[config.mk]
export PLATFORM = sky130hd
export DESIGN_NAME = storeAlign
export DESIGN_NICKNAME = d
export VERILOG_FILES = /design/src/hdl/memPkg.sv /design/src/hdl/storeAlign.sv
export SDC_FILE = /design/constraint.sdc
export NUM_CORES = 1
export LEC_CHECK = 0
export BUFFER_PORTS_ARGS = -buffer_cell sky130_fd_sc_hd__buf_2
export CAP_MARGIN = 5
export CORE_UTILIZATION = 31
export DETAILED_ROUTE_END_ITERATION = 8
export GPL_TIMING_DRIVEN = 0
export PLACE_DENSITY_LB_ADDON = 0.2
export SYNTH_ARGS = -nofsm -noshare
export SYNTH_HDL_FRONTEND = slang
export SYNTH_SLANG_ARGS = --single-unit
[constraint.sdc]
create_clock -name vclk -period 1.54
set_clock_uncertainty 0.15 [all_clocks]
set_input_delay 0.308 -clock vclk [all_inputs]
set_output_delay 0.308 -clock vclk [all_outputs]
set_load 0.01 [all_outputs]
[src/hdl/memPkg.sv]
/*
 * enums shared by the data-memory stage RTL and its testbench
 * excCode values are the MIPS Cause.ExcCode numbers
 */
package memPkg;

    // load kind carried from decode
    typedef enum logic [2:0] {
        LD_NONE = 3'd0,
        LB      = 3'd1,
        LBU     = 3'd2,
        LH      = 3'd3,
        LHU     = 3'd4,
        LW      = 3'd5
    } loadKind;

    typedef enum logic [1:0] {
        ST_NONE = 2'd0,
        SB      = 2'd1,
        SH      = 2'd2,
        SW      = 2'd3
    } storeKind;

    // write-back source
    typedef enum logic [1:0] {
        WB_ALU  = 2'd0,
        WB_LINK = 2'd1,     // pc + 8
        WB_LOAD = 2'd2,
        WB_CP0  = 2'd3
    } wbSel;

    // events already resolved in execute
    typedef enum logic [1:0] {
        EV_NONE = 2'd0,
        EV_OV   = 2'd1,
        EV_SYS  = 2'd2,
        EV_ERET = 2'd3
    } exeEvent;

    typedef enum logic [4:0] {
        EXC_NONE = 5'd0,
        EXC_ADEL = 5'd4,
        EXC_ADES = 5'd5,
        EXC_SYS  = 5'd8,
        EXC_OV   = 5'd12
    } excCode;

endpackage

[src/hdl/storeAlign.sv]
/*
 * little-endian byte-lane steering for stores
 * no alignment check here, a misaligned SH/SW is caught in excUnit
 */
`timescale 1ns/1ps

module storeAlign (
    input  memPkg::storeKind  memStore,
    input  logic [1:0]        memAddr,        // low address bits only
    input  logic [31:0]       memStoreData,
    output logic [3:0]        ramWstrb,
    output logic [31:0]       ramWdata
);

    always_comb begin
        case (memStore)
            memPkg::SB: begin
                ramWdata = {4{memStoreData[7:0]}};    // byte on every lane
                ramWstrb = 4'b0001 << memAddr;
            end
            memPkg::SH: begin
                ramWdata = {2{memStoreData[15:0]}};
                ramWstrb = memAddr[1] ? 4'b1100 : 4'b0011;
            end
            memPkg::SW: begin
                ramWdata = memStoreData;
                ramWstrb = 4'b1111;
            end
            default: begin
                // not a store
                ramWdata = memStoreData;
                ramWstrb = 4'b0000;
            end
        endcase
    end

endmodule

==> out/results.tsv <==
metric	value	unit
RSZ-0062 raised after global routing	true	
relative slew slack	83.1	%
layout cells sized above 1	62.9	%
postcts setup bufs	0	
leakage	0.000649	µW
Layout area overhead	97.4	%
worst slack at placement	-538	ps
critical path class	input pin to output port	
run status	complete, but fails checks	
Final Max Slew Viols	0	
Setup crit end kind	output port	
Least-Margin Pin Slew	253	ps
die area	2040	µm²
crit share post-route	112	%
Die X	45.2	µm
Core ar.	1750	µm²
Synthesis Warnings	0	
Hold Buf Count CTS	0	
Peak Freq	581	MHz
synthesized area	578	µm²
failing checks	negative setup slack	
Initial Utilization	33.1	%
DPL Wire Length	1680	µm
DR vias	941	
area of the multi-input gates	518	µm²
Fin. Hold Viols	0	
Worst Hold Slack	782	ps
crit path launch type	input pin	
Setup Total Neg Slack	-3410	ps
Routed WL	2220	µm
Crit path required time	1080	ps
antenna violations before repair	0	
# diodes	0	
fin crit period	1720	ps
Mapped Cells	95	
Placement Rows	15	
Setup WS post-layout	-181	ps
Final Wtd Congestion	0.660	
Pwr Density	398	nW/µm²
Synth Area per Inst	6.08	µm²
I/O Pins	72	
Die Ht	45.2	µm
worst hold path type	input pin to output port	
Final ANT Viol Nets	0	
maxcap violations	0	
First DRT Iteration DRCs	12	
vias in the first global route	735	
DR vias/cell	4.90	
drt drc	0	
post-route cell area	1140	µm²
Unique masters post-synth	18	
sequential cell count	0	
GRT Total Usage	19.7	%
port buffer count	72	
first-pass GRT wire length	3110	µm
Worst Path Arrival	1260	ps
Crit Path Max Fanout	8	
Overflow after GRT	0	
final setup fails	28	
register area	0	µm²
DRT Pass-1 Iters	4	
Peak supply drop	215	µV
WL/cell	11.5	µm
register area share after synthesis	0	%
Post-Syn Nets	136	
Area after DPL	1040	µm²
final net count	210	
number of clock buffers in the layout	0	
fill count	172	
largest net degree at the start of global routing	11	
-- worst max-delay path, cell delays in order --
cell and delay, ps:
buf_12 100, inv_12 30, ha_4 300, nand2b_1 70, buf_6 140, a22o_1 180, buf_2 130
-- synth_stat cells (2+ instances only) --
master,instances,area [µm²]
a21oi_1,12,60.1
a22o_1,8,70.1
a22oi_1,8,60.1
buf_2,5,25.0
buf_4,8,60.1
buf_6,2,22.5
ha_1,5,62.6
inv_1,12,45.0
nand2_1,8,30.0
nor2_1,10,37.5
nor2b_1,2,12.5
o21ai_1,2,10.0
o22ai_1,8,50.1
-- stage by stage --
stage | power, µW | instances | utilization, %
2_1_floorplan | 243 | 95 | -
3_3_place_gp | 408 | 192 | 59.4
3_5_place_dp | 413 | 192 | 59.4
4_1_cts | 445 | 192 | 64.1
5_1_grt | 492 | 192 | 65.4
6_report | 454 | 192 | 65.4
-- cells in the final DEF (no fill, tap or decap), drive strengths merged --
cell type   n
buf        87
inv        12
a21oi      12
nor2       11
a22o        8
a22oi       8
nand2       8
o22ai       8
ha          5
nor2b       2
o21ai       2
and2        1
nand2b      1
clkbuf      1
a21o        1
-- worst paths after layout --
path,from,endpoint,slack [ps],depth (start not counted)
worst max-delay path,memStore[1],ramWdata[13],-180,7
worst min-delay path,memStoreData[8],ramWdata[8],780,3
-- repair_timing --
item                                    4_1_cts  5_1_grt
endpoints found under the setup margin       28       28
cloned                                        2        0
pin swaps                                    15        2
resized for setup                            26        6
-- cells by family after synthesis --
logic type | count (synthesis) | share of synthesized area [%]
AOI/OAI and AO/OA | 39 | 44.6
buffers and inverters | 28 | 27.1
and+or+nand+nor | 23 | 17.5
adders and majority gates | 5 | 10.8
-- cell type report --
class / count / area share (%)
Inverter: 12 / 5.70
Tap cell: 25 / 2.74
Buffer: 14 / 10.9
Timing Repair Buffer: 74 / 35.3
Multi-Input combinational cell: 67 / 45.4
-- power by group --
part           switching, µW  leakage, µW  internal, µW  total [µW]
Combinational            229     0.000649           226         454
Sequential                 0            0             0           0
Clock                      0            0             0           0
-- routing by layer --
| metal | track usage, % | routed length [µm] |
|---|---|---|
| met1 | 24.8 | 985 |
| met2 | 37.1 | 1080 |
| met3 | 0.800 | 143 |
| met4 | 3.03 | 12 |
| met5 | 0 | 0 |
(Power assumes the default switching activity.)
