===== src/hdl/memPkg.sv =====
/*
 * enums shared by the data-memory stage RTL and its testbench
 * excCode values are the MIPS Cause.ExcCode numbers
 */
package memPkg;

    // load kind carried from decode
    typedef enum logic [2:0] {
        LD_NONE = 3'd0,
        LB      = 3'd1,
        LBU     = 3'd2,
        LH      = 3'd3,
        LHU     = 3'd4,
        LW      = 3'd5
    } loadKind;

    typedef enum logic [1:0] {
        ST_NONE = 2'd0,
        SB      = 2'd1,
        SH      = 2'd2,
        SW      = 2'd3
    } storeKind;

    // write-back source
    typedef enum logic [1:0] {
        WB_ALU  = 2'd0,
        WB_LINK = 2'd1,     // pc + 8
        WB_LOAD = 2'd2,
        WB_CP0  = 2'd3
    } wbSel;

    // events already resolved in execute
    typedef enum logic [1:0] {
        EV_NONE = 2'd0,
        EV_OV   = 2'd1,
        EV_SYS  = 2'd2,
        EV_ERET = 2'd3
    } exeEvent;

    typedef enum logic [4:0] {
        EXC_NONE = 5'd0,
        EXC_ADEL = 5'd4,
        EXC_ADES = 5'd5,
        EXC_SYS  = 5'd8,
        EXC_OV   = 5'd12
    } excCode;

endpackage


===== src/hdl/memReg.sv =====
/*
 * stage-1 register, one instruction per inValid strobe, no back-pressure
 * memFlush also kills the instruction currently held, so memValid drops at once
 */
`timescale 1ns/1ps

module memReg (
    input  logic              clk,
    input  logic              rstN,
    input  logic              memFlush,
    input  logic              inValid,
    input  logic [31:0]       inPc,
    input  logic [31:0]       inAluOut,
    input  logic [31:0]       inStoreData,
    input  memPkg::loadKind   inLoad,
    input  memPkg::storeKind  inStore,
    input  memPkg::wbSel      inWbSel,
    input  logic              inCp0Sel,
    input  logic [4:0]        inDst,
    input  logic              inRegWr,
    input  memPkg::exeEvent   inEvent,
    output logic              memValid,
    output logic [31:0]       memPc,
    output logic [31:0]       memAddr,
    output logic [31:0]       memStoreData,
    output memPkg::loadKind   memLoad,
    output memPkg::storeKind  memStore,
    output memPkg::wbSel      memWbSel,
    output logic              memCp0Sel,
    output logic [4:0]        memDst,
    output logic              memRegWr,
    output memPkg::exeEvent   memEvent
);
    logic validQ;
    logic take;

    assign take     = inValid && !memFlush;   // flush wins over a new strobe
    assign memValid = validQ && !memFlush;

    always_ff @(posedge clk) begin
        if (!rstN) begin
            validQ   <= 1'b0;
            memLoad  <= memPkg::LD_NONE;
            memStore <= memPkg::ST_NONE;
            memWbSel <= memPkg::WB_ALU;
            memEvent <= memPkg::EV_NONE;
        end else begin
            validQ <= take;
            if (take) begin
                memLoad  <= inLoad;
                memStore <= inStore;
                memWbSel <= inWbSel;
                memEvent <= inEvent;
            end
        end
    end

    // payload holds its value between strobes
    always_ff @(posedge clk) begin
        if (take) begin
            memPc        <= inPc;
            memAddr      <= inAluOut;
            memStoreData <= inStoreData;
            memCp0Sel    <= inCp0Sel;
            memDst       <= inDst;
            memRegWr     <= inRegWr;
        end
    end

endmodule


===== config.mk =====
export PLATFORM = sky130hd
export DESIGN_NAME = memReg
export DESIGN_NICKNAME = d
export VERILOG_FILES = /design/src/hdl/memPkg.sv /design/src/hdl/memReg.sv
export SDC_FILE = /design/constraint.sdc
export NUM_CORES = 1
export LEC_CHECK = 0
export ABC_AREA = 1
export BUFFER_PORTS_ARGS = -buffer_cell sky130_fd_sc_hd__buf_4
export CAP_MARGIN = 40
export CORE_UTILIZATION = 45
export DETAILED_ROUTE_END_ITERATION = 16
export GPL_ROUTABILITY_DRIVEN = 0
export PLACE_DENSITY_LB_ADDON = 0.05
export RECOVER_POWER = 25
export SLEW_MARGIN = 0
export SYNTH_ARGS = -nofsm -noshare
export SYNTH_HDL_FRONTEND = slang
export SYNTH_SLANG_ARGS = --single-unit

===== constraint.sdc =====
create_clock -name clk -period 5.16 [get_ports clk]
set_input_delay 0.516 -clock clk [delete_from_list [all_inputs] [get_ports clk]]
set_output_delay 0.516 -clock clk [all_outputs]
set_load 0.05 [all_outputs]

==> metrics.cfg <==
[final_layout]
nets=529
final_cell_mix=148 x buf_4, 103 x edfxtp_1, 82 x clkbuf_4
multi_input_area_um2=168
nFillCells=433
seq_area_mm2=0.00329
area_growth_pct=68.8
drive_gt1_share_pct=62.0
layout_commonest_cell=buf_4
antenna_cells=0

[global_routing]
grt_start_max_net_pins=67
grt_pass1_vias=2446
track_usage_pct=22.2
globalRouteOverflowTotal=0
grt_pass1_wl_mm=13.0
antenna_found_initial=0

[yosys]
netlist_area_mm2=0.00352
synth_fp_nets=282
synth_cell_type_count=11
yosysSeqAreaShare_pct=93.6
synth_top_area_share_pct=87.9
syn_avg_cell_area_um2=21.2
syn_inst=166
ys_ff_latch=113
yosysWarnings=0
synth_top_cell_by_area=edfxtp_1
netlist_top_cells_area=edfxtp_1 88%, dfxtp_1 5.7%, nor2_1 2.0%, nand3_1 1.3%, inv_1 1.1%

[setup_path]
crit_path_start=validQ$_SDFF_PN0_
cp_cell_sequence=inv_1 -> nor2_1 -> buf_4
arrival_ps=1130
crit_cells=3
rr_startpoint=memLoad[0]$_SDFFE_PN0P_
cp_max_fo=1
r2r_cells=2
required_ps=4640
worstSetupEndpointType=primary output
cp_slowest_cell=dfxtp_1
start_kind=register
max_stage_delay_ps=310
cp_num_buf_inv=2
path_class=register to primary output
path_delay_family=flip-flops

[hold_path]
holdPathStages=1
worstHoldStart=inAluOut[17]
hold_path_class=primary input to register

[clock_network]
path_clk_slew_ps=50
postCtsHoldBufs=0
insertion_delay_ps=490
htreeDepth=4
cts_resized=0
clock-root-buffer=clkbuf_8
cts.sinks=113
clockBufferDepth=2
post_cts_buffers=0
cts_buffers=17
tritoncts=built

[run]
cap_violations=0

[die]
fp.dieArea_mm2=0.00818
start_util_pct=47.5
core_area_mm2=0.00741
die_x_um=90.4
io_pins=229
rows=31
fp.dieH_um=90.4

[sta]
fmax_ghz=0.607
worstMarginPinSlew_ps=784
hold_ws_ps=199
finalCritPeriodShare_pct=31.9
tns_ps=0
period_needed_ps=1650
finalSetupViolCount=0
hold_viol=0
clock_skew_ps=0
rsz0062_at_grt=no
slew_headroom_pct=47.7
slew_viol_final=0

[place]
hpwl_mm=6.25
io_buffers=228

[route]
drc=0
antenna_left=0
viasPerCell=4.53
via_count=2377
drtPass1Iterations=4
drt_iter0_drc=94
finalWirelength_mm=8.56
wire_per_inst_um=16.3

[status]
status=complete, no violations

[pwr]
ir_drop_v=0.000243
fin_total_pwr_mw=2.60
p_per_area_mw_per_mm2=438
leakagePower_nw=2.56

==> area by class of cell <==
| cell class | count | area share (%) |
|---|---|---|
| repair buffers | 230 | 29.1 |
| well taps | 99 | 2.09 |
| clock buffers | 17 | 6.97 |
| inverters | 12 | 0.758 |
| multi-input cells | 39 | 2.82 |
| clock inverters | 15 | 2.84 |
| flip-flops and latches | 113 | 55.4 |
==> power by group <==
part	switching (mW)	internal (mW)	total (mW)
sequential	0.0181	1.07	1.09
combinational	0.269	0.129	0.397
clock	0.389	0.729	1.12
total	0.676	1.93	2.60
==> routing by layer <==
metal	GRT usage (%)	routed length, um	share of wire, %	vias to the layer above
met5	0	0	0	-
met4	10.1	184	2.1	0
met3	10.3	819	9.6	14
met2	40.3	4760	56	148
met1	21.2	2800	33	1105
li1	-	-	-	1110
==> worst reg2reg max path, stage by stage (launching register included) <==
cell	delay [ps]
dfxtp_1	310
nor2_1	110
nor2_1	70
==> cell usage after synthesis <==
cell type / count
inv_1: 10
nor2_4: 1
buf_4: 1
inv_2: 2
edfxtp_1: 103
nor2_1: 19
and3_1: 1
buf_2: 1
nand2_1: 9
dfxtp_1: 10
nand3_1: 9
==> logic make-up after synthesis <==
logic type | after synthesis | synth area share (%)
and+or+nand+nor | 39 | 4.77
DFF | 113 | 93.6
buffers and inverters | 14 | 1.64
==> through the flow <==
step / util, % / worst slack (ps) / cells / instance area (um^2)
global placement: 72.3 / 3360 / 493 / 5360
global route: 80.2 / 3420 / 525 / 5940
CTS: 80.2 / 3480 / 525 / 5940
detailed placement: 72.3 / 3340 / 493 / 5360
floorplan: - / 2600 / 166 / 3520
finish: 80.2 / 3510 / 525 / 5940
==> flip-flops by register name, indices dropped and copies added, names as in the netlist <==
name	flops
validQ	1
memStore	2
memAddr	32
memStoreData	32
memEvent	2
memRegWr	1
memLoad	3
memWbSel	2
memPc	32
memCp0Sel	1
memDst	5
==> worst paths after layout <==
kind / to / slack [ps]
setup reg to reg: memLoad[0]$_SDFFE_PN0P_ / 4560
hold / removal: memAddr[17]$_DFFE_PP_ / 200
setup / recovery: memValid / 3510
hold reg to reg: memStore[0]$_SDFFE_PN0P_ / 490
(Power assumes the default switching activity.)
