[config.mk]
export PLATFORM = sky130hd
export DESIGN_NAME = excUnit
export DESIGN_NICKNAME = d
export VERILOG_FILES = /design/src/hdl/memPkg.sv /design/src/hdl/excUnit.sv
export SDC_FILE = /design/constraint.sdc
export NUM_CORES = 1
export LEC_CHECK = 0
export BUFFER_PORTS_ARGS = -buffer_cell sky130_fd_sc_hd__buf_2
export CAP_MARGIN = 15
export CORE_MARGIN = 5
export CORE_UTILIZATION = 35
export CTS_CLUSTER_DIAMETER = 30
export DETAILED_ROUTE_END_ITERATION = 10
export PLACE_DENSITY_LB_ADDON = 0.08
export SLEW_MARGIN = 20
export SYNTH_ARGS = -nofsm -noshare
export SYNTH_HDL_FRONTEND = slang
export SYNTH_SLANG_ARGS = --single-unit
[constraint.sdc]
create_clock -name clk -period 2.85 [get_ports clk]
set_clock_uncertainty 0.15 [all_clocks]
set_input_delay 0.285 -clock clk [delete_from_list [all_inputs] [get_ports clk]]
set_output_delay 0.285 -clock clk [all_outputs]
set_load 0.1 [all_outputs]
[src/hdl/memPkg.sv]
/*
 * enums shared by the data-memory stage RTL and its testbench
 * excCode values are the MIPS Cause.ExcCode numbers
 */
package memPkg;

    // load kind carried from decode
    typedef enum logic [2:0] {
        LD_NONE = 3'd0,
        LB      = 3'd1,
        LBU     = 3'd2,
        LH      = 3'd3,
        LHU     = 3'd4,
        LW      = 3'd5
    } loadKind;

    typedef enum logic [1:0] {
        ST_NONE = 2'd0,
        SB      = 2'd1,
        SH      = 2'd2,
        SW      = 2'd3
    } storeKind;

    // write-back source
    typedef enum logic [1:0] {
        WB_ALU  = 2'd0,
        WB_LINK = 2'd1,     // pc + 8
        WB_LOAD = 2'd2,
        WB_CP0  = 2'd3
    } wbSel;

    // events already resolved in execute
    typedef enum logic [1:0] {
        EV_NONE = 2'd0,
        EV_OV   = 2'd1,
        EV_SYS  = 2'd2,
        EV_ERET = 2'd3
    } exeEvent;

    typedef enum logic [4:0] {
        EXC_NONE = 5'd0,
        EXC_ADEL = 5'd4,
        EXC_ADES = 5'd5,
        EXC_SYS  = 5'd8,
        EXC_OV   = 5'd12
    } excCode;

endpackage

[src/hdl/excUnit.sv]
/*
 * exception decision and reduced CP0 (EPC, BadVAddr, Status.EXL)
 * decision is combinational on stage 1, redirect is registered to line up with write-back
 * no interrupts, no MTC0, a single fixed exception vector
 */
`timescale 1ns/1ps

module excUnit #(
    parameter logic [31:0] EXC_VECTOR = 32'hBFC00380
) (
    input  logic              clk,
    input  logic              rstN,
    input  logic              memValid,
    input  logic [31:0]       memPc,
    input  logic [31:0]       memAddr,
    input  memPkg::loadKind   memLoad,
    input  memPkg::storeKind  memStore,
    input  memPkg::exeEvent   memEvent,
    input  logic              memCp0Sel,      // 0 EPC, 1 BadVAddr
    output logic              excTake,
    output logic [31:0]       cp0Data,
    output logic              redirValid,
    output logic [31:0]       redirPc,
    output memPkg::excCode    redirCode
);
    logic [31:0]    epc;
    logic [31:0]    badVAddr;
    logic           exl;
    logic           loadMis;
    logic           storeMis;
    logic           eretTake;
    memPkg::excCode cause;

    // halfword needs bit 0 clear, word needs both low bits clear
    assign loadMis = ((memLoad == memPkg::LH || memLoad == memPkg::LHU) && memAddr[0])
                  || (memLoad == memPkg::LW && memAddr[1:0] != 2'b00);
    assign storeMis = (memStore == memPkg::SH && memAddr[0])
                   || (memStore == memPkg::SW && memAddr[1:0] != 2'b00);

    always_comb begin
        if (memEvent == memPkg::EV_OV)        cause = memPkg::EXC_OV;   // execute events first
        else if (memEvent == memPkg::EV_SYS)  cause = memPkg::EXC_SYS;
        else if (loadMis)                     cause = memPkg::EXC_ADEL;
        else if (storeMis)                    cause = memPkg::EXC_ADES;
        else                                  cause = memPkg::EXC_NONE;
    end

    assign excTake  = memValid && (cause != memPkg::EXC_NONE);
    assign eretTake = memValid && !excTake && (memEvent == memPkg::EV_ERET);

    // regs already hold every older instruction's update
    assign cp0Data = memCp0Sel ? badVAddr : epc;

    always_ff @(posedge clk) begin
        if (!rstN) begin
            epc        <= 32'h0;
            badVAddr   <= 32'h0;
            exl        <= 1'b0;
            redirValid <= 1'b0;
        end else begin
            redirValid <= excTake || eretTake;
            if (excTake) begin
                if (!exl) epc <= memPc;   // nested exception keeps first EPC
                exl <= 1'b1;
                if (cause == memPkg::EXC_ADEL || cause == memPkg::EXC_ADES) begin
                    badVAddr <= memAddr;
                end
            end else if (eretTake) begin
                exl <= 1'b0;
            end
        end
    end

    always_ff @(posedge clk) begin
        if (excTake) begin
            redirPc   <= EXC_VECTOR;
            redirCode <= cause;
        end else if (eretTake) begin
            redirPc   <= epc;             // EPC before this edge
            redirCode <= memPkg::EXC_NONE;
        end
    end

endmodule

==> metrics.txt <==
IO Pins 146; synth cell count leaders nand2_1, dfxtp_1, mux2i_1; post-layout minimum cycle time 2.33 ns; worst setup path category primary input to primary output; internal power 2.30 mW; first-pass GRT wire length 22.5 mm; crit path launch type primary input; Max Clk Rate 430 MHz; Clock power frac 0.310; GRT Total Usage 0.174; Post-DRT Antenna Nets 0; synth unique cells 32; nets 776; WL final 14.3 mm; DRC viols 0; fin crit share 0.816; # diodes 0; Crit path top cell by count buf_2; antenna violations before repair 0; clk buf depth 2; placed instance area 0.00573 mm²; hold_ws 0.0268 ns; CTS tree built; CP Capture Type primary output; FF-to-FF path depth 3; worst skew pair latency 0.34 ns; global placer's final weighted congestion 0.829; Yosys top cell area share 0.402; Area contributors post-synth dfxtp_1, mux2i_1, nand2_1; Mapped Area 0.00488 mm²; CP delay by family, top buffers and inverters; design area 0.00599 mm²; Slew Viols, Final 0; Power Dens Cells 599 mW/mm²; Critical R2R Launch exl; postcts setup bufs 0; grt ovf 0; vias 4373; fillcell total 1439; Hold Violations, Final 0; Crit Reg-Reg Endpoint epc[3]; CTS Hold Bufs 0; Reg area 0.00205 mm²; Syn Area/Cell 8.41 µm²; H-tree depth 3; Pwr Total 3.59 mW; CTS buffer count 9; EDFF count, synth 3; status finished, final reports clean; setup violators final 0; Worst-Margin Slew 0.563 ns; FFs w/ async S/R, synth 0; max_cap viols 0; Chip Height 128 µm; dpl hpwl 10.4 mm; core area 0.0138 mm²; most common cell in the netlist nand2_1; die width 128 µm; R2R Setup Slk 1.53 ns; Crit path required time 2.41 ns; Final Util 0.435; largest net degree at the start of global routing 76; vias per cell 4.95; Critical Path, Cell by Cell buf_2, inv_1, ha_1, nand2b_1, o21ai_1, a21o_1, inv_2, buf_2; max incr delay on CP 0.42 ns; crit-path max FO 10; Crit. path cell count 8; number of global-route vias before repair 4249; register area share after synthesis 0.420; DIE AREA 0.0164 mm²; worst rel slew slack 0.623; CP endpoint excTake; cts repair resizes 0; Top FF cell, synth dfxtp_1; Comb power frac 0.256; Post-Place Cells 867; Synth area leader dfxtp_1; First-pass DRT Iterations 4; CTS clk-pin slew, worst paths 0.07 ns; sw frac 0.359; final std cells w/o fill 883; share of layout cells above drive strength 1 0.277; Routed WL per cell 16.2 µm; Max IR drop VDD 0.000252 V; Critical Path AT 1.89 ns; num rows 43; Area Growth Syn to Fin 22.6%; slowest CP cell buf_2; area of the multi-input gates 0.00251 mm²; Initial DRC Count 305; clock sinks 101; sequential share of power 0.434; CP bufs+invs 4; CTS root buf clkbuf_16; cells after synthesis 581; number of port buffers 143; RSZ-0062 raised after global routing no; Syn. warnings 0; worst setup path startpoint memEvent[1]; static leakage 2.47 nW; FF+latch count, synth 101; worst min path class primary input to flip-flop; Initial Util 0.355; Sw Pwr 1.29 mW
flip-flops by register name, summed over array words and instances, names as in the netlist:
signal / cells
exl: 1
badVAddr: 32
redirPc: 32
epc: 32
redirValid: 1
redirCode: 3
power groups by stage:
stage          logic [mW]  clock network [mW]  registers [mW]
5_1_grt             0.970                1.21            1.57
2_1_floorplan       0.568                   0            1.73
6_report            0.918                1.11            1.56
3_3_place_gp        0.918                   0            1.59
3_5_place_dp        0.920                   0            1.59
4_1_cts             0.922                1.14            1.56
per-layer routing:
metal	routed length (µm)	GRT usage	part of all wire	vias to the layer above
met4	224	0.0593	0.016	0
met5	0	0	0	-
met3	699	0.0325	0.049	17
li1	-	-	-	2225
met2	6260	0.259	0.44	111
met1	7150	0.251	0.50	2020
how the worst min path moves through the flow:
stage               slack (ns)          from           end  cells after the start
finish                    0.03   memAddr[22]  badVAddr[22]                      3
global route              0.03   memAddr[21]  badVAddr[21]                      3
CTS                       0.02   memAddr[22]  badVAddr[22]                      3
detailed placement        0.30   badVAddr[4]   badVAddr[4]                      2
global placement          0.29  badVAddr[13]  badVAddr[13]                      2
floorplan                 0.28    memAddr[0]   badVAddr[0]                      2
cells in the final DEF (no fill, tap or decap), drive strengths merged:
cell type,Yosys,layout
buf,12,159
or3,21,21
o21ai,13,13
a21oi,2,2
a31oi,20,20
a21boi,2,2
edfxtp,3,3
a211oi,2,2
and4b,1,1
nand3,20,20
inv,17,17
nand2b,1,1
mux2i,64,64
o21a,1,1
nand4b,3,3
clkbuf,42,10
nand3b,1,1
nand2,165,165
clkinv,0,6
a21o,2,2
ha,3,3
mux2,20,20
conb,1,2
o211ai,44,44
dfxtp,98,98
nor4,1,1
nor2,21,21
a211o,1,1
worst min-delay path, delay by kind of cell:
kind | cells | cell delay (ns)
buffers and inverters | 1 | 0.09
and+or+nand+nor | 1 | 0.04
muxes | 1 | 0.05
area by class of cell:
| class | instances | area share |
|---|---|---|
| repair buffers | 159 | 0.146 |
| flip-flops and latches | 101 | 0.343 |
| multi-input cells | 410 | 0.420 |
| clock inverters | 6 | 0.00501 |
| inverters | 17 | 0.0107 |
| well taps | 180 | 0.0376 |
| clock buffers | 10 | 0.0382 |
cell families after synthesis:
| kind of cell | synth area share |
|---|---|
| mux | 0.177 |
| fa+ha+maj | 0.00769 |
| compound gates | 0.126 |
| simple gates | 0.202 |
| flops | 0.420 |
| buf+inv | 0.0658 |
| other cells | 0.000768 |
metrics by stage:
| step | setup TNS, ns | setup WS (ns) |
|---|---|---|
| 6_report | 0 | 0.525 |
| 3_3_place_gp | 0 | 0.554 |
| 3_5_place_dp | 0 | 0.536 |
| 2_1_floorplan | -1.85 | -0.370 |
| 5_1_grt | 0 | 0.421 |
| 4_1_cts | 0 | 0.527 |
Power figures use the tool's default switching activity.
