===== src/hdl/memPkg.sv =====
/*
 * enums shared by the data-memory stage RTL and its testbench
 * excCode values are the MIPS Cause.ExcCode numbers
 */
package memPkg;

    // load kind carried from decode
    typedef enum logic [2:0] {
        LD_NONE = 3'd0,
        LB      = 3'd1,
        LBU     = 3'd2,
        LH      = 3'd3,
        LHU     = 3'd4,
        LW      = 3'd5
    } loadKind;

    typedef enum logic [1:0] {
        ST_NONE = 2'd0,
        SB      = 2'd1,
        SH      = 2'd2,
        SW      = 2'd3
    } storeKind;

    // write-back source
    typedef enum logic [1:0] {
        WB_ALU  = 2'd0,
        WB_LINK = 2'd1,     // pc + 8
        WB_LOAD = 2'd2,
        WB_CP0  = 2'd3
    } wbSel;

    // events already resolved in execute
    typedef enum logic [1:0] {
        EV_NONE = 2'd0,
        EV_OV   = 2'd1,
        EV_SYS  = 2'd2,
        EV_ERET = 2'd3
    } exeEvent;

    typedef enum logic [4:0] {
        EXC_NONE = 5'd0,
        EXC_ADEL = 5'd4,
        EXC_ADES = 5'd5,
        EXC_SYS  = 5'd8,
        EXC_OV   = 5'd12
    } excCode;

endpackage


===== src/hdl/loadExtend.sv =====
/*
 * stage-2 register and write-back select
 * load data comes from the registered RAM read of the same edge
 */
`timescale 1ns/1ps

module loadExtend (
    input  logic              clk,
    input  logic              rstN,
    input  logic              memValid,
    input  logic              excTake,
    input  logic              memRegWr,
    input  logic [4:0]        memDst,
    input  memPkg::wbSel      memWbSel,
    input  memPkg::loadKind   memLoad,
    input  logic [31:0]       memAddr,
    input  logic [31:0]       memPc,
    input  logic [31:0]       cp0Data,
    input  logic [31:0]       ramRdata,
    output logic              wbValid,
    output logic [4:0]        wbDst,
    output logic [31:0]       wbData
);
    memPkg::wbSel    selQ;
    memPkg::loadKind loadQ;
    logic [1:0]      laneQ;
    logic [31:0]     aluQ;
    logic [31:0]     linkQ;
    logic [31:0]     cp0Q;
    logic [7:0]      ldByte;
    logic [15:0]     ldHalf;
    logic [31:0]     ldVal;

    always_ff @(posedge clk) begin
        if (!rstN) begin
            wbValid <= 1'b0;
            selQ    <= memPkg::WB_ALU;
            loadQ   <= memPkg::LD_NONE;
        end else begin
            wbValid <= memValid && memRegWr && !excTake;
            selQ    <= memWbSel;
            loadQ   <= memLoad;
        end
    end

    always_ff @(posedge clk) begin
        wbDst <= memDst;
        laneQ <= memAddr[1:0];
        aluQ  <= memAddr;
        linkQ <= memPc + 32'd8;   // skip delay slot
        cp0Q  <= cp0Data;
    end

    assign ldByte = ramRdata[8*laneQ +: 8];
    assign ldHalf = laneQ[1] ? ramRdata[31:16] : ramRdata[15:0];

    always_comb begin
        case (loadQ)
            memPkg::LB:  ldVal = {{24{ldByte[7]}}, ldByte};
            memPkg::LBU: ldVal = {24'h0, ldByte};
            memPkg::LH:  ldVal = {{16{ldHalf[15]}}, ldHalf};
            memPkg::LHU: ldVal = {16'h0, ldHalf};
            default:     ldVal = ramRdata;   // LW
        endcase
    end

    always_comb begin
        case (selQ)
            memPkg::WB_LINK: wbData = linkQ;
            memPkg::WB_LOAD: wbData = ldVal;
            memPkg::WB_CP0:  wbData = cp0Q;
            default:         wbData = aluQ;
        endcase
    end

endmodule


===== config.mk =====
export PLATFORM = sky130hd
export DESIGN_NAME = loadExtend
export DESIGN_NICKNAME = d
export VERILOG_FILES = /design/src/hdl/memPkg.sv /design/src/hdl/loadExtend.sv
export SDC_FILE = /design/constraint.sdc
export NUM_CORES = 1
export LEC_CHECK = 0
export CORE_MARGIN = 10
export CORE_UTILIZATION = 30
export CTS_CLUSTER_DIAMETER = 80
export DETAILED_ROUTE_END_ITERATION = 10
export DONT_BUFFER_PORTS = 1
export PLACE_DENSITY_LB_ADDON = 0.1
export SLEW_MARGIN = 20
export SYNTH_ARGS = -nofsm -noshare
export SYNTH_HDL_FRONTEND = slang
export SYNTH_SLANG_ARGS = --single-unit

===== constraint.sdc =====
create_clock -name clk -period 5 [get_ports clk]
set_input_delay 1 -clock clk [delete_from_list [all_inputs] [get_ports clk]]
set_output_delay 1 -clock clk [all_outputs]
set_load 0.005 [all_outputs]

==> results of run 1 <==
path summary, 6_finish.rpt:
check	to	slack, ns	cells after the start
worst max-delay path	wbData[0]	1.09	5
worst min-delay path	cp0Q[30]$_DFF_P_	0.66	0
layout make-up:
cell class | instances | area, um2 | area share [%]
flip-flops and latches | 107 | 2140 | 45.3
clock buffers | 12 | 256 | 5.42
multi-input cells | 308 | 1980 | 41.9
inverters | 11 | 41.3 | 0.873
repair buffers | 3 | 22.5 | 0.476
diodes | 1 | 2.50 | 0.0529
clock inverters | 4 | 55.1 | 1.16
well taps | 180 | 225 | 4.76
flip-flops by register name (all words and copies together), names as in the netlist:
| signal | count |
|---|---|
| aluQ | 32 |
| cp0Q | 32 |
| linkQ | 32 |
| loadQ | 3 |
| selQ | 2 |
| wbDst | 5 |
| wbValid | 1 |
logic make-up after synthesis:
kind of cell	Yosys count	share of synthesized area [%]
AOI/OAI and AO/OA	111	17.0
xor gates and xnor gates	30	6.14
adders and majority gates	2	0.526
buffers and inverters	36	3.74
DFF	107	50.1
muxes	35	8.71
and+or+nand+nor	130	13.8
metal layers:
metal  track usage (%)  vias up
li1                  -     1576
met1              16.5     1449
met2              24.9      122
met3              7.01       17
met4              5.71        0
met5                 0        -
metrics by stage:
stage / utilization [%] / setup slack, ns
6_report: 33.9 / 1.09
5_1_grt: 33.9 / 0.925
4_1_cts: 33.9 / 1.11
3_5_place_dp: 31.7 / 1.24
3_3_place_gp: 31.7 / 1.27
2_1_floorplan: - / 1.84
cells in the mapped netlist (all sizes together) (11+ instances only):
cell | instances | area, um2
a21oi | 21 | 105
buf | 11 | 66.3
clkbuf | 14 | 52.6
dfxtp | 107 | 2140
inv | 11 | 41.3
mux2i | 26 | 260
nand2 | 47 | 176
nor2 | 42 | 158
o21ai | 24 | 120
o221ai | 14 | 123
o22ai | 22 | 138
xnor2 | 23 | 201
report_power, final:
part | switching [uW] | total (uW) | leakage [uW] | internal (uW)
combinational | 113 | 186 | 0.000719 | 73.1
sequential | 30.5 | 930 | 0.000902 | 900
clock | 319 | 739 | 0.000150 | 420
total | 463 | 1860 | 0.00177 | 1390
==> flow_summary_export.csv, run 1 <==
group,metric,value,unit
run_status,status,"complete, no violations",
yosys,synth_warnings,0,
routing,viasPerCell,5.05,
die,start_util,30.7,%
setup_path,cp-start-kind,"flop",
setup_path,worstPathArrival,2.91,ns
clock_tree,cts_sinks,107,
setup_path,crit_required,4.00,ns
setup_path,cp_top_family,"XOR/XNOR gates",
timing,timing.fmax,0.256,GHz
final_layout,stdcell_count,626,
routing,finalWirelength,15200,um
setup_path,crit_top_cell,"o21ai_0",
clock_tree,cts_hold_buf,0,
die,core_area,13900,um2
placed_design,gp_congestion,0.860,
routing,top_layer_used,"met4",
die,rows,43,
run,max_cap_violations,0,
clock_tree,cts_buffers,9,
setup_path,cp_cell_sequence,"nor2_1 -> xnor2_2 -> buf_4 -> o21ai_0 -> o21ai_0",
die,dieArea,19400,um2
timing,rsz0062_at_grt,"false",
timing,finalCritPeriodShare,78.2,%
clock_tree,cts-root-buf,"clkbuf_16",
timing,worst-slew-pin-transition,1.05,ns
yosys,ys_ff_latch,107,
timing,setup_viol,0,
clock_tree,htreeDepth,3,
setup_path,crit_type,"reg -> out",
setup_path,crit_path_end_kind,"output pin",
global_route,grt_max_degree,40,
power,leakage,0.00177,uW
setup_path,slowest_delay,0.78,ns
routing,ant_nets,0,
die,ios,181,
placed_design,hpwlAfterDp,12200,um
timing,slew_violations,0,
global_route,track_usage,15.1,%
routing,wl_per_cell,24.4,um
routing,wl_met3,1490,um
final_layout,n_fill_cell,1452,
routing,first_pass_iters,4,
final_layout,area_growth,10.6,%
yosys,ys_seq_area_share,50.1,%
final_layout,fin_area,4730,um2
min_path,worstHoldStart,"cp0Data[30]",
final_layout,final_cell_mix,"dfxtp_1, nand2_1, nor2_1",
yosys,ys_types,37,
global_route,grt_pass1_wl,21900,um
placed_design,post_dp_cell_area,4420,um2
die,die_x,139,um
routing,met1_length,6040,um
yosys,syn_area,4280,um2
final_layout,drive_above_1_share,7.19,%
timing,min_period,3.91,ns
yosys,synthArstFlopShare,0,%
final_layout,final_common_cell,"dfxtp_1",
power,worst_ir_drop_vdd,0.207,mV
yosys,synth-edff-count,0,
power,powerDensity,392,nW/um2
clock_tree,clkTransAtPathRegs,0.07,ns
timing,slew_headroom,29.8,%
routing,vias,3164,
die,die_height,139,um
clock_tree,cts_resized,0,
clock_tree,clock_path_buffers,2,
setup_path,worstPathMaxFanout,21,
setup_path,path_buf_inv,1,
final_layout,nNetsFinal,584,
global_route,gr-total-overflow,0,
yosys,synthFlopType,"dfxtp_1",
routing,drc,0,
timing,whs,0.662,ns
clock_tree,cts_setup_buffers,0,
timing,finalSetupTns,0,ns
global_route,first_global_vias,3374,
placed_design,place_inst,609,
min_path,min_path_type,"in -> reg",
power,power,1860,uW
global_route,grt_antenna_before_repair,0,
clock_tree,cts_tree,"yes",
setup_path,critPathSlowestCell,"xnor2_2",
routing,drtIter0Drc,142,
yosys,synth_area_per_cell,9.49,um2
setup_path,crit_start,"loadQ[1]$_SDFF_PN0_",
yosys,synth_cells,451,
placed_design,portBuffers,0,
routing,wl_met2,7390,um
yosys,synth_fp_nets,595,
timing,hold_viol,0,
Note: power is estimated with default switching activity, not from simulation.
==> inputs of run 2 (changes only) <==
--- a/config.mk
+++ b/config.mk
@@ -5,6 +5,7 @@
 export SDC_FILE = /design/constraint.sdc
 export NUM_CORES = 1
 export LEC_CHECK = 0
+export ABC_AREA = 1
 export CORE_MARGIN = 10
 export CORE_UTILIZATION = 30
 export CTS_CLUSTER_DIAMETER = 80
==> constraint.sdc (replaced) <==
create_clock -name clk -period 3.3 [get_ports clk]
set_input_delay 0.66 -clock clk [delete_from_list [all_inputs] [get_ports clk]]
set_output_delay 0.66 -clock clk [all_outputs]
set_load 0.005 [all_outputs]
==> flow_summary_export.csv, run 2 <==
group,metric,value,unit
clock_tree,cts_buffers,9,
setup_path,crit_type,"reg -> out",
routing,wl_met2,7580,um
power,power_frac_seq,50.0,%
power,leakage,0.00216,uW
final_layout,final_cell_mix,"nand2_1, dfxtp_1, inv_1",
routing,finalWirelength,16600,um
timing,rsz0062_at_grt,"false",
clock_tree,cts_sinks,107,
clock_tree,cts-root-buf,"clkbuf_16",
yosys,synthFlopType,"dfxtp_1",
routing,wl_per_cell,20.9,um
yosys,ys_types,33,
routing,top_layer_used,"met5",
power,p_clk_share,38.4,%
yosys,synth_cells,602,
global_route,gr-total-overflow,0,
yosys,synth-edff-count,0,
timing,finalSetupTns,0,ns
placed_design,hpwlAfterDp,13400,um
yosys,ys_seq_area_share,46.7,%
yosys,synthArstFlopShare,0,%
min_path,worstHoldStart,"cp0Data[14]",
yosys,synthTopCellsByArea,"dfxtp_1, nand2_1, nand4_1, inv_1, nor2_1",
setup_path,crit_required,2.64,ns
power,worst_ir_drop_vdd,0.306,mV
yosys,synth_common_cells,"nand2_1, dfxtp_1, inv_1, nor2_1, nand3_1",
timing,fin_ws,0.458,ns
timing,hold_viol,0,
yosys,syn_area,4580,um2
timing,worst-slew-pin-transition,0.957,ns
setup_path,worstPathArrival,2.18,ns
clock_tree,cts_tree,"yes",
placed_design,place_ws,0.790,ns
yosys,synth_fp_nets,746,
timing,min_period,2.84,ns
global_route,grt_pass1_wl,24400,um
routing,ant_nets,0,
power,swShare,28.3,%
final_layout,nNetsFinal,741,
die,ios,181,
final_layout,reg.largest.list,"aluQ: 32 flops, cp0Q: 32 flops, linkQ: 32 flops",
run,max_cap_violations,0,
timing,setup_viol,0,
yosys,netlist.area_leader.share,46.7,%
placed_design,gp_congestion,0.859,
routing,drc,0,
min_path,min_path_type,"in -> reg",
yosys,synth_warnings,0,
setup_path,worstPathMaxFanout,26,
yosys,yosysMostFrequentCell,"nand2_1",
clock_tree,clock_path_buffers,2,
die,die_x,144,um
die,core_area,15100,um2
timing,slew_violations,0,
clock_tree,cts_hold_buf,0,
placed_design,portBuffers,0,
power,power,2770,uW
routing,wl_met3,2020,um
power,pwr-share-comb,11.5,%
final_layout,final_common_cell,"nand2_1",
final_layout,n_fill_cell,1665,
die,start_util,30.4,%
min_path,hold_path_depth,0,
routing,viasPerCell,4.87,
clock_tree,cts_setup_buffers,0,
timing,timing.fmax,0.352,GHz
setup_path,cp-start-kind,"flop",
timing,slew_headroom,36.1,%
final_layout,area_growth,9.42,%
routing,drtIter0Drc,298,
clock_tree,clkTransAtPathRegs,0.08,ns
global_route,grt_antenna_before_repair,5,
global_route,first_global_vias,4008,
min_path,min_to,"cp0Q[14]$_DFF_P_",
yosys,ys_ff_latch,107,
die,rows,45,
yosys,yosysTopAreaCell,"dfxtp_1",
clock_tree,cts_resized,0,
routing,first_pass_iters,4,
die,dieArea,20600,um2
global_route,grt_max_degree,34,
run_status,status,"complete, no violations",
timing,finalCritPeriodShare,86.1,%
clock_tree,htreeDepth,3,
final_layout,drive_above_1_share,7.97,%
routing,vias,3868,
routing,met1_length,6850,um
power,p_switching,786,uW
yosys,synth_area_per_cell,7.61,um2
die,die_height,144,um
setup_path,crit_path_end_kind,"output pin",
power,p_int,1990,uW
power,powerDensity,553,nW/um2
global_route,track_usage,16.1,%
==> run 2: cell types whose count changed in the layout (fill, tap and decap cells not counted), sizes merged, moves of 19 or more <==
cell   before  now
nand2      47  191
nor2       42   61
nand4       8   35
o22ai      22    0
inv        13   59
nand3      10   44
mux2i      26    0
==> run 2: routing by layer <==
layer | GRT usage (%) | vias to the layer above
met3 | 8.09 | 13
met4 | 3.60 | 2
li1 | - | 1921
met5 | 0 | -
met2 | 24.9 | 172
met1 | 19.7 | 1760
==> run 2: kinds of logic after synthesis <==
family	Yosys count	synth area share, %
adders and majority gates	1	0.273
and+or+nand+nor	345	34.4
buffers and inverters	79	8.00
xor gates and xnor gates	27	5.16
AOI/OAI and AO/OA	43	5.41
DFF	107	46.7
==> run 2: worst max path at each step <==
stage / start / to / slack, ns / cells past startpoint
finish: loadQ[0]$_SDFF_PN0_ / wbData[24] / 0.46 / 8
global route: loadQ[0]$_SDFF_PN0_ / wbData[24] / 0.21 / 8
CTS: loadQ[0]$_SDFF_PN0_ / wbData[24] / 0.40 / 8
detailed placement: loadQ[0]$_SDFF_PN0_ / wbData[24] / 0.79 / 8
global placement: loadQ[0]$_SDFF_PN0_ / wbData[24] / 0.82 / 8
floorplan: ramRdata[7] / wbData[16] / 1.25 / 7
==> run 2: cell type report <==
| class | count | area (um2) | share of cell area (%) |
|---|---|---|---|
| Sequential cell | 107 | 2140 | 42.7 |
| Multi-Input combinational cell | 416 | 2080 | 41.5 |
| Tap cell | 188 | 235 | 4.69 |
| Clock buffer | 10 | 229 | 4.57 |
| Inverter | 57 | 214 | 4.27 |
| Clock inverter | 6 | 60.1 | 1.20 |
| Timing Repair Buffer | 6 | 45.0 | 0.898 |
| Antenna cell | 4 | 10.0 | 0.200 |
==> run 2: metrics by stage <==
stage          area, um2  hold WS, ns  std cells  utilization [%]
3_3_place_gp        4720        0.688        774             31.3
6_report            5010        0.321        794             33.2
5_1_grt             5000        0.297        790             33.2
3_5_place_dp        4720        0.688        774             31.3
4_1_cts             5000        0.306        790             33.2
2_1_floorplan       4580        0.688        602                -
==> run 2: power by group through the flow <==
stage	clock network (uW)	logic, uW	registers, uW
6_report	1070	320	1390
5_1_grt	1150	363	1390
4_1_cts	1100	327	1390
3_5_place_dp	0	326	1420
3_3_place_gp	0	327	1420
2_1_floorplan	0	253	1410
==> run 2: worst max-delay path, stage by stage (launching register included) <==
cell and delay [ns]:
dfxtp_1 0.36, nor2_1 0.15, nand2_2 0.07, nand2_2 0.24, inv_1 0.12, nand2_4 0.28
nand3_4 0.29, nand2_1 0.14, nand4_1 0.16
==> inputs of run 3 (changes only) <==
--- a/config.mk
+++ b/config.mk
@@ -12,6 +12,7 @@
 export DETAILED_ROUTE_END_ITERATION = 10
 export DONT_BUFFER_PORTS = 1
 export PLACE_DENSITY_LB_ADDON = 0.1
+export REMOVE_ABC_BUFFERS = 1
 export SLEW_MARGIN = 20
 export SYNTH_ARGS = -nofsm -noshare
 export SYNTH_HDL_FRONTEND = slang
==> flow_summary_export.csv, run 3 (synthesis gave the netlist of run 2 again) <==
group,metric,value,unit
run_status,status,"complete, no violations",
clock_tree,clock_path_buffers,2,
timing,rsz0062_at_grt,"false",
min_path,hold_path_depth,0,
final_layout,antenna_cells,0,
final_layout,reg.largest.list,"aluQ: 32 flops, cp0Q: 32 flops, linkQ: 32 flops",
setup_path,crit_type,"reg -> out",
routing,drc,0,
placed_design,place_inst,776,
routing,first_pass_iters,6,
clock_tree,cts_buffers,9,
min_path,worstHoldStart,"cp0Data[10]",
clock_tree,cts_hold_buf,0,
global_route,use_met3,8.38,%
setup_path,slowest_delay,0.37,ns
global_route,gr-total-overflow,0,
die,rows,45,
final_layout,stdcell_count,792,
final_layout,nNetsFinal,743,
placed_design,gp_congestion,0.812,
clock_tree,cts_resized,0,
global_route,track_usage,15.3,%
routing,finalWirelength,15900,um
power,powerDensity,549,nW/um2
setup_path,crit_required,2.64,ns
clock_tree,cts_tree,"yes",
setup_path,cp-start-kind,"flop",
routing,viasPerCell,4.88,
setup_path,critPathSlowestCell,"dfxtp_1",
setup_path,cp_cell_sequence,"nor2_1 -> nand2_2 -> nand2_2 -> inv_1 -> nand2_4 -> nand3_4 -> nand2_1 -> nand4_1",
timing,slew_violations,0,
clock_tree,cts_setup_buffers,0,
global_route,first_global_vias,3951,
routing,ant_nets,0,
clock_tree,clkTransAtPathRegs,0.08,ns
global_route,grt_pass1_wl,23300,um
final_layout,drive_above_1_share,8.44,%
setup_path,cp_top_family,"simple AND/OR/NAND/NOR gates",
power,leakage,0.00218,uW
timing,hold_viol,0,
min_path,min_path_type,"in -> reg",
final_layout,area_growth,9.64,%
timing,slew_headroom,49.4,%
timing,setup_viol,0,
final_layout,final_common_cell,"nand2_1",
timing,worst-slew-pin-transition,0.759,ns
routing,drtIter0Drc,266,
global_route,grt_use_met1,17.0,%
die,dieArea,20600,um2
timing,min_period,2.83,ns
setup_path,path_buf_inv,1,
setup_path,worstPathArrival,2.17,ns
clock_tree,htreeDepth,3,
global_route,grt_antenna_before_repair,0,
global_route,met2_usage,25.3,%
timing,timing.fmax,0.353,GHz
clock_tree,cts-root-buf,"clkbuf_16",
die,die_x,144,um
die,ios,181,
power,worst_ir_drop_vdd,0.275,mV
global_route,grt-busiest-layer,"met2",
placed_design,portBuffers,0,
routing,vias,3862,
placed_design,hpwlAfterDp,13000,um
timing,finalSetupTns,0,ns
setup_path,crit_path_end_kind,"output pin",
setup_path,crit_top_cell,"nand2_2",
die,core_area,15100,um2
run,max_cap_violations,0,
setup_path,worstPathMaxFanout,26,
min_path,min_to,"cp0Q[10]$_DFF_P_",
final_layout,final_cell_mix,"nand2_1, dfxtp_1, inv_1",
die,die_height,144,um
clock_tree,cts_sinks,107,
timing,finalCritPeriodShare,85.8,%
routing,wl_per_cell,20.1,um
die,start_util,30.4,%
global_route,grt_max_degree,34,
-- run 3: cell types whose count changed in the layout (fill, tap and decap cells not counted), sizes merged --
cell,change
clkbuf,-1
buf,+2
diode,-4
clkinvlp,-1
inv,+2
-- run 3: worst max path at each step --
stage	slack, ns	to	cells after the start	from
after floorplan	0.87	wbData[2]	4	selQ[1]$_SDFF_PN0_
final	0.47	wbData[22]	8	loadQ[0]$_SDFF_PN0_
after detailed placement	0.83	wbData[25]	8	loadQ[0]$_SDFF_PN0_
after CTS	0.45	wbData[25]	8	loadQ[0]$_SDFF_PN0_
after global routing	0.29	wbData[24]	8	loadQ[2]$_SDFF_PN0_
after global placement	0.85	wbData[31]	8	loadQ[0]$_SDFF_PN0_
-- run 3: per-layer routing --
metal	vias to the layer above	wire, um
li1	1919	-
met1	1812	6430
met2	127	7680
met3	4	1750
met4	0	59
met5	-	0
-- run 3: layout make-up --
type	count	area, um2
clock buffers	9	225
clock inverters	7	68.8
fillers	1642	10100
inverters	57	214
multi-input cells	416	2080
flip-flops and latches	107	2140
well taps	188	235
repair buffers	8	60.1
-- run 3: metrics by stage --
stage / utilization (%) / hold slack [ns] / worst slack, ns / power (uW) / instance area, um2
global placement: 31.4 / 0.688 / 0.850 / 1740 / 4730
finish: 33.3 / 0.327 / 0.470 / 2760 / 5020
floorplan: - / 0.688 / 0.871 / 1640 / 4430
detailed placement: 31.4 / 0.688 / 0.831 / 1740 / 4730
CTS: 33.3 / 0.309 / 0.451 / 2800 / 5020
global route: 33.3 / 0.300 / 0.295 / 2900 / 5020
-- run 3: report_power, final --
part	leakage [uW]	internal (uW)	switching, uW	total [uW]
Sequential	0.000902	1360	24.6	1390
Combinational	0.00113	97.4	219	316
Clock	0.000143	533	519	1050
Total	0.00218	1990	763	2760
